File: src/vec_mem_pkg.sv
package vec_mem_pkg;

    // Vector geometry
    localparam int VEC_I  = 20;     // Elements per vector
    localparam int ELEM_L = 8;      // Element width
    localparam int ADDR_A = 32;     // External address width

    // RAM geometry, only the low address bits reach the array
    localparam int RAM_AW    = 8;
    localparam int RAM_DEPTH = 1 << RAM_AW;

    // Counter must reach VEC_I itself, not just VEC_I-1
    localparam int CNT_W = $clog2(VEC_I + 1);

    typedef logic [ELEM_L-1:0] elem_t;
    typedef elem_t [VEC_I-1:0] vec_t;      // Element 0 sits in the low bits
    typedef logic [RAM_AW-1:0] ram_addr_t;
    typedef logic [CNT_W-1:0]  cnt_t;      // Element index or element count

    // Scalar view of the write word
    typedef struct packed {
        logic [(VEC_I-1)*ELEM_L-1:0] pad;  // Unused upper part
        elem_t                       elem; // The scalar itself
    } sca_word_t;

    // Write word, read as a full vector or as one scalar
    typedef union packed {
        vec_t      vec;
        sca_word_t sca;
    } wr_word_u;

endpackage

File: src/mem_if.sv
`timescale 1ns/1ps

// Operation descriptor from decode to the sequencer and the collector
interface mem_req_if;
    import vec_mem_pkg::*;

    logic      go;         // One-cycle start pulse
    logic      is_write;   // Store when set, load otherwise
    logic      is_vector;  // Vector when set, scalar otherwise
    ram_addr_t base;       // First RAM word
    cnt_t      count;      // 1 or VEC_I
    wr_word_u  wdata;      // Store payload

    modport decode (
        output go, is_write, is_vector, base, count, wdata
    );

    modport sequencer (
        input go, is_write, is_vector, base, count, wdata
    );

    // Collector only needs the start pulse and the shape
    modport result (
        input go, is_vector
    );

endinterface

// Read return path into the collector
interface mem_rd_if;
    import vec_mem_pkg::*;

    logic  rd_valid;   // RAM data valid this cycle
    cnt_t  rd_idx;     // Element the data belongs to
    logic  rd_last;    // Final element of the load
    elem_t rd_data;    // Straight from the RAM output register

    // rd_data comes from the RAM, not from the sequencer
    modport sequencer (
        output rd_valid, rd_idx, rd_last
    );

    modport result (
        input rd_valid, rd_idx, rd_last, rd_data
    );

endinterface

File: src/mem_op_decode.sv
`timescale 1ns/1ps

module mem_op_decode (
    input  logic                           clk,
    input  logic                           rst_n,
    input  logic                           mem_en,
    input  logic                           op_type,       // 1 vector, 0 scalar
    input  logic                           op_source,     // 1 ALU, 0 register file
    input  logic                           write_enable,  // 1 store, 0 load
    input  logic [vec_mem_pkg::ADDR_A-1:0] address,
    input  vec_mem_pkg::vec_t              alu_vec,
    input  vec_mem_pkg::vec_t              reg_vec,
    input  vec_mem_pkg::elem_t             alu_sca,
    input  vec_mem_pkg::elem_t             reg_sca,
    mem_req_if.decode                      req
);
    import vec_mem_pkg::*;

    logic      busy;       // mem_en seen high on the previous edge
    logic      start;      // Idle to active edge of mem_en
    vec_t      src_vec;
    elem_t     src_sca;
    wr_word_u  wword;      // Write word being assembled

    assign start = mem_en && !busy;

    // Source selection, same polarity for both shapes
    assign src_vec = op_source ? alu_vec : reg_vec;
    assign src_sca = op_source ? alu_sca : reg_sca;

    // Fill the union through whichever view matches the operation
    always_comb begin
        wword = '0;
        if (op_type) begin
            wword.vec = src_vec;
        end else begin
            wword.sca.pad  = '0;
            wword.sca.elem = src_sca;
        end
    end

    // Control part of the descriptor
    always_ff @(posedge clk) begin
        if (!rst_n) begin
            busy          <= 1'b0;
            req.go        <= 1'b0;
            req.is_write  <= 1'b0;
            req.is_vector <= 1'b0;
            req.count     <= '0;
        end else begin
            busy   <= mem_en;  // Drops one edge after mem_en does
            req.go <= start;
            if (start) begin
                req.is_write  <= write_enable;
                req.is_vector <= op_type;
                req.count     <= op_type ? cnt_t'(VEC_I) : cnt_t'(1);
            end
        end
    end

    // Payload, held until the next start
    always_ff @(posedge clk) begin
        if (start) begin
            req.base  <= address[RAM_AW-1:0];  // Upper bits dropped, addresses wrap
            req.wdata <= wword;
        end
    end

endmodule

File: src/mem_access_seq.sv
`timescale 1ns/1ps

module mem_access_seq (
    input  logic                   clk,
    input  logic                   rst_n,
    mem_req_if.sequencer           req,
    mem_rd_if.sequencer            rd,
    output vec_mem_pkg::ram_addr_t ram_addr,
    output logic                   ram_we,
    output vec_mem_pkg::elem_t     ram_wdata,
    output logic                   wr_done
);
    import vec_mem_pkg::*;

    logic  busy;        // Elements after the first still to issue
    cnt_t  idx;         // Next element while busy
    logic  issue_now;
    cnt_t  issue_idx;
    logic  issue_last;
    elem_t issue_elem;

    // Read issued this cycle, waiting on the RAM register
    logic  iss_rd;
    cnt_t  iss_idx;
    logic  iss_last;

    // Element 0 goes out in the cycle right after go
    assign issue_now  = req.go || busy;
    assign issue_idx  = req.go ? cnt_t'(0) : idx;
    assign issue_last = (issue_idx == req.count - cnt_t'(1));

    // Pick the element through the view that fits the shape
    always_comb begin
        if (req.is_vector) begin
            issue_elem = req.wdata.vec[issue_idx];
        end else begin
            issue_elem = req.wdata.sca.elem;
        end
    end

    always_ff @(posedge clk) begin
        if (!rst_n) begin
            busy        <= 1'b0;
            idx         <= '0;
            ram_we      <= 1'b0;
            wr_done     <= 1'b0;
            iss_rd      <= 1'b0;
            rd.rd_valid <= 1'b0;
        end else begin
            busy    <= issue_now && !issue_last;
            idx     <= issue_idx + cnt_t'(1);
            ram_we  <= issue_now && req.is_write;
            wr_done <= issue_now && req.is_write && issue_last;  // With the last write
            iss_rd  <= issue_now && !req.is_write;
            rd.rd_valid <= iss_rd;  // RAM data lands one edge later
        end
    end

    // Address and data registers
    always_ff @(posedge clk) begin
        if (issue_now) begin
            ram_addr  <= req.base + ram_addr_t'(issue_idx);  // Wraps modulo RAM_DEPTH
            ram_wdata <= issue_elem;
        end
    end

    // Tag pipeline, two stages to meet the registered RAM read
    always_ff @(posedge clk) begin
        iss_idx    <= issue_idx;
        iss_last   <= issue_last;
        rd.rd_idx  <= iss_idx;
        rd.rd_last <= iss_last;  // Only meaningful with rd_valid
    end

endmodule

File: src/data_ram.sv
`timescale 1ns/1ps

module data_ram (
    input  logic                   clk,
    input  vec_mem_pkg::ram_addr_t addr,
    input  logic                   we,
    input  vec_mem_pkg::elem_t     wdata,
    output vec_mem_pkg::elem_t     rdata
);
    import vec_mem_pkg::*;

    // Storage array, one element per word
    elem_t mem [RAM_DEPTH];

    // Rising-edge write
    always_ff @(posedge clk) begin
        if (we) begin
            mem[addr] <= wdata;
        end
    end

    // Registered read every cycle, old data on a write to the same word
    always_ff @(posedge clk) begin
        rdata <= mem[addr];
    end

endmodule

File: src/mem_result_collect.sv
`timescale 1ns/1ps

module mem_result_collect (
    input  logic               clk,
    input  logic               rst_n,
    input  logic               mem_en,
    mem_req_if.result          req,
    mem_rd_if.result           rd,
    input  logic               wr_done,
    output vec_mem_pkg::elem_t scalar_output,
    output vec_mem_pkg::vec_t  vector_output,
    output logic               mem_finished
);
    import vec_mem_pkg::*;

    logic  rd_done;       // Last load element returning
    vec_t  vec_q;         // Vector result register
    elem_t sca_q;         // Scalar result register

    assign rd_done = rd.rd_valid && rd.rd_last;

    // Vector assembly, one element per return
    always_ff @(posedge clk) begin
        if (!rst_n) begin
            vec_q <= '0;
        end else if (req.go) begin
            vec_q <= '0;  // Fresh result per operation
        end else if (rd.rd_valid && req.is_vector) begin
            vec_q[rd.rd_idx] <= rd.rd_data;
        end
    end

    // Scalar load lands here
    always_ff @(posedge clk) begin
        if (!rst_n) begin
            sca_q <= '0;
        end else if (rd.rd_valid && !req.is_vector) begin
            sca_q <= rd.rd_data;
        end
    end

    // Finish level
    // Set with the final element or the last write, held while mem_en stays high
    always_ff @(posedge clk) begin
        if (!rst_n) begin
            mem_finished <= 1'b0;
        end else if (!mem_en) begin
            mem_finished <= 1'b0;
        end else if (rd_done || wr_done) begin
            mem_finished <= 1'b1;
        end
    end

    assign scalar_output = sca_q;
    assign vector_output = vec_q;  // Updates on the same edge as mem_finished

endmodule

File: src/mem_stage.sv
`timescale 1ns/1ps

module mem_stage (
    input  logic                           clk,
    input  logic                           rst_n,
    input  logic                           mem_en,        // Level, held for the whole operation
    input  logic                           op_type,       // 1 vector, 0 scalar
    input  logic                           op_source,     // 1 ALU, 0 register file
    input  logic                           write_enable,  // 1 store, 0 load
    input  logic [vec_mem_pkg::ADDR_A-1:0] address,
    input  vec_mem_pkg::vec_t              alu_vec,
    input  vec_mem_pkg::vec_t              reg_vec,
    input  vec_mem_pkg::elem_t             alu_sca,
    input  vec_mem_pkg::elem_t             reg_sca,
    output vec_mem_pkg::elem_t             scalar_output,
    output vec_mem_pkg::vec_t              vector_output,
    output vec_mem_pkg::elem_t             mem_data,      // Raw RAM read word
    output logic                           mem_finished
);
    import vec_mem_pkg::*;

    // RAM side
    ram_addr_t ram_addr;
    logic      ram_we;
    elem_t     ram_wdata;
    elem_t     ram_rdata;

    logic      wr_done;   // Last store element issued

    mem_req_if req_if ();
    mem_rd_if  rd_if ();

    // RAM output goes both to the collector and straight out
    assign rd_if.rd_data = ram_rdata;
    assign mem_data      = ram_rdata;

    mem_op_decode mem_op_decode_i (
        .clk          (clk),
        .rst_n        (rst_n),
        .mem_en       (mem_en),
        .op_type      (op_type),
        .op_source    (op_source),
        .write_enable (write_enable),
        .address      (address),
        .alu_vec      (alu_vec),
        .reg_vec      (reg_vec),
        .alu_sca      (alu_sca),
        .reg_sca      (reg_sca),
        .req          (req_if.decode)
    );

    mem_access_seq mem_access_seq_i (
        .clk       (clk),
        .rst_n     (rst_n),
        .req       (req_if.sequencer),
        .rd        (rd_if.sequencer),
        .ram_addr  (ram_addr),
        .ram_we    (ram_we),
        .ram_wdata (ram_wdata),
        .wr_done   (wr_done)
    );

    data_ram data_ram_i (
        .clk   (clk),
        .addr  (ram_addr),
        .we    (ram_we),
        .wdata (ram_wdata),
        .rdata (ram_rdata)
    );

    mem_result_collect mem_result_collect_i (
        .clk           (clk),
        .rst_n         (rst_n),
        .mem_en        (mem_en),
        .req           (req_if.result),
        .rd            (rd_if.result),
        .wr_done       (wr_done),
        .scalar_output (scalar_output),
        .vector_output (vector_output),
        .mem_finished  (mem_finished)
    );

endmodule

File: config.mk
export PLATFORM = sky130hd
export DESIGN_NAME = mem_stage
export DESIGN_NICKNAME = d
export VERILOG_FILES = /design/src/vec_mem_pkg.sv /design/src/mem_if.sv /design/src/mem_op_decode.sv /design/src/mem_access_seq.sv /design/src/data_ram.sv /design/src/mem_result_collect.sv /design/src/mem_stage.sv
export SDC_FILE = /design/constraint.sdc
export NUM_CORES = 2
export LEC_CHECK = 0
export BUFFER_PORTS_ARGS = -buffer_cell sky130_fd_sc_hd__buf_2
export CAP_MARGIN = 15
export CORE_MARGIN = 3
export CORE_UTILIZATION = 30
export CTS_BUF_LIST = sky130_fd_sc_hd__clkbuf_4
export CTS_CLUSTER_SIZE = 28
export DETAILED_ROUTE_END_ITERATION = 16
export REMOVE_ABC_BUFFERS = 1
export SLEW_MARGIN = 20
export SYNTH_ARGS = -nofsm -noshare
export SYNTH_HDL_FRONTEND = slang
export SYNTH_SLANG_ARGS = --single-unit
File: constraint.sdc
create_clock -name clk -period 18.7 [get_ports clk]
set_input_delay 5.61 -clock clk [delete_from_list [all_inputs] [get_ports clk]]
set_output_delay 5.61 -clock clk [all_outputs]
set_load 0.02 [all_outputs]
==> summary.md <==
| Metric | Value |
|---|---|
| Outcome | `finished, final reports clean` |
| Slew Limit Fails | `0` |
| Setup bufs post-CTS | `0` |
| Share of post-route cells with drive strength above 1 | `between 30% and 40%` |
| CP Max Fanout | `22` |
| Vias | `~52000` |
| Top_reg_cell synth | `edfxtp_1` |
| Post-DP HPWL | `about 150000 µm` |
| Core area | `0.3157 mm²` |
| Clock root cell | `clkbuf_4` |
| Setup TNS Final | `0 ps` |
| First-pass GRT wire length | `362100 µm` |
| # hold bufs at CTS | `0` |
| Register area share after synthesis | `around three quarters` |
| Synth Instances | `4981` |
| P&R area growth vs syn | `16.15%` |
| Fin crit period | `7930 ps` |
| Leakage | `36.89 nW` |
| Clock-pin slew on the worst setup and hold paths | `~70 ps` |
| Max Clock Skew | `approximately 160 ps` |
| Worst Setup SP | `data_ram_i.rdata[7]` |
| Register bit total from synthesis | `2436` |
| FMAX | `126.1 MHz` |
| Total wire length | `around 250000 µm` |
| Reg2reg start | `mem_access_seq_i.ram_addr[0]` |
| GP Congestion | `between 0.8 and 0.9` |
| Worst Setup Start Kind | `register` |
| Post-Syn Area | `between 0.09 and 0.1 mm²` |
| Worst-Margin Slew | `1244 ps` |
| Die area | `about 0.32 mm²` |
| Max Cap Violations | `0` |
| Final cell count without fillers | `10480` |
| Hold wc startpoint | `mem_access_seq_i.iss_idx[0]` |
| Core Util, Final | `a little over a third` |
| Slew headroom | `16.00%` |
| Number of global-route vias before repair | `53590` |
| Grt ovf | `0` |
| Wire per inst | `~24 µm` |
| H-tree depth | `6` |
| Commonest cells in the netlist | `2232 x edfxtp_1, 536 x mux4_2, 397 x nor2_1, 321 x mux2i_1, 256 x a22oi_1` |
| Multi-input combinational cell area | `0.02302 mm²` |
| CTS tree | `built` |
| Initial Utilization | `~30%` |
| Top-count cell post-synth | `edfxtp_1` |
| Largest net degree at the start of global routing | `190` |
| Placed insts | `around 9500` |
| Num Clock Sinks | `approximately 2400` |
| # DRC | `0` |
| CTS buffer count | `624` |
| WP data arrival | `roughly 2300 ps` |
| CP endpoint kind | `output port` |
| Top cells by area, synth | `edfxtp_1 70%, mux4_2 13%, dfxtp_1 4.3%` |
| Hold Vio Cnt, Final | `0` |
| Design area | `around 0.11 mm²` |
| Die Y | `around 570 µm` |
| Fillers | `about 30000` |
| Count of final setup violators | `0` |
| DRT antenna net count | `0` |
| Crit path kind | `register to output port` |
| GRT Resource Usage Total | `roughly 15%` |
| Post-synth EDFFs | `~2200` |
| Worst hold path type | `register to register` |
| Num ports | `about 550` |
| First-pass DRT Iterations | `6` |
| Period utilization | `between 40% and 50%` |
| Reg area | `~0.071 mm²` |
| CTS max path bufs | `4` |
| Ys Warns | `0` |
| CP required | `roughly 13000 ps` |
| Die extent in x | `between 500 and 600 µm` |
| Hold WS | `around 250 ps` |
| Detailed-route vias per instance | `4.968` |
| Synthesized area per cell | `about 19 µm²` |
| Number of I/O port buffers | `between 500 and 600` |
| Power density cells | `103.8 mW/mm²` |
| DRT iter0 DRCs | `4785` |
| CTS resizes | `0` |
| Async SR Flop Fraction | `0%` |
| Placed Area | `between 0.1 and 0.15 mm²` |
| RSZ-0062 raised after global routing | `no` |
| VDD IR-drop max | `a little under 50 µV` |
| Initial antenna violation count | `18` |
| Yosys top cell area share | `between 70% and 80%` |
| Cell variety after synth | `48` |
| Fin nets | `6301` |
| Later-pin clock latency in the skew report | `1260 ps` |
| Row cnt | `206` |
| Cell type with the largest total area after synthesis | `edfxtp_1` |
## worst max-delay path, cell delays in order (launching register included)
cell and delay (ps):
dfxtp_1 310, buf_4 440, buf_2 270
## cell type report
cell class	instances	share of cell area (%)
Sequential cell	2436	64.15
Multi-Input combinational cell	2193	20.76
Clock buffer	898	6.081
Tap cell	4160	4.695
Timing Repair Buffer	654	3.396
Clock inverter	124	0.8623
Inverter	12	0.04063
Antenna cell	7	0.01580
## routing by layer
layer,vias up,wire length [µm],global-route usage (%)
met4,8,7051,5.248
li1,22440,-,-
met3,409,19440,3.319
met1,26970,104700,20.32
met5,-,49,0
met2,2261,120400,23.67
## where the power goes
group,switching (mW),total (mW),internal (mW)
combinational,0.617,0.956,0.338
sequential,0.0184,6.04,6.03
clock,2.10,4.51,2.41
total,2.74,11.5,8.77
## registers in the layout, summed over array words and instances, names as in the netlist, 8 cells and up
register and cells:
mem_result_collect_i.vector_output 160, mem_access_seq_i.ram_wdata 8, mem_result_collect_i.scalar_output 8, mem_access_seq_i.ram_addr 8, data_ram_i.mem 2048, mem_op_decode_i.req.wdata 160, mem_op_decode_i.req.base 8, data_ram_i.rdata 8
## placed cells by master, fill, tap and decap left out, drive strengths merged, types with 34 or more instances in the layout
cell / n
a21oi: 173
a22oi: 256
buf: 653
clkbuf: 899
clkinv: 92
dfxtp: 204
edfxtp: 2232
mux2i: 321
mux4: 536
nand2: 72
nor2: 398
nor2b: 199
nor3: 34
## worst paths after layout
| check | to | slack [ps] | cells past startpoint |
|---|---|---|---|
| worst max register to register | data_ram_i.rdata[7] | 12010 | 10 |
| worst max-delay path | mem_data[7] | 10770 | 2 |
| worst min register to register | mem_access_seq_i.rd.rd_idx[0] | 250 | 0 |
| worst min-delay path | mem_access_seq_i.rd.rd_idx[0] | 250 | 0 |
## kinds of logic after synthesis
logic type | share of synthesized area (%)
compound gates | 3.781
simple gates | 3.820
xor+xnor | 0.1285
flops | 74.50
mux | 16.11
buf+inv | 1.585
fa+ha+maj | 0.07865
## through the flow
step / power, mW / setup WS, ps
global placement: 7.106 / 10120
detailed placement: 7.125 / 10020
finish: 11.51 / 10770
floorplan: 7.070 / -6413
CTS: 11.64 / 10570
global route: 11.99 / 10600
No activity file was read; power rests on OpenSTA's default activity.
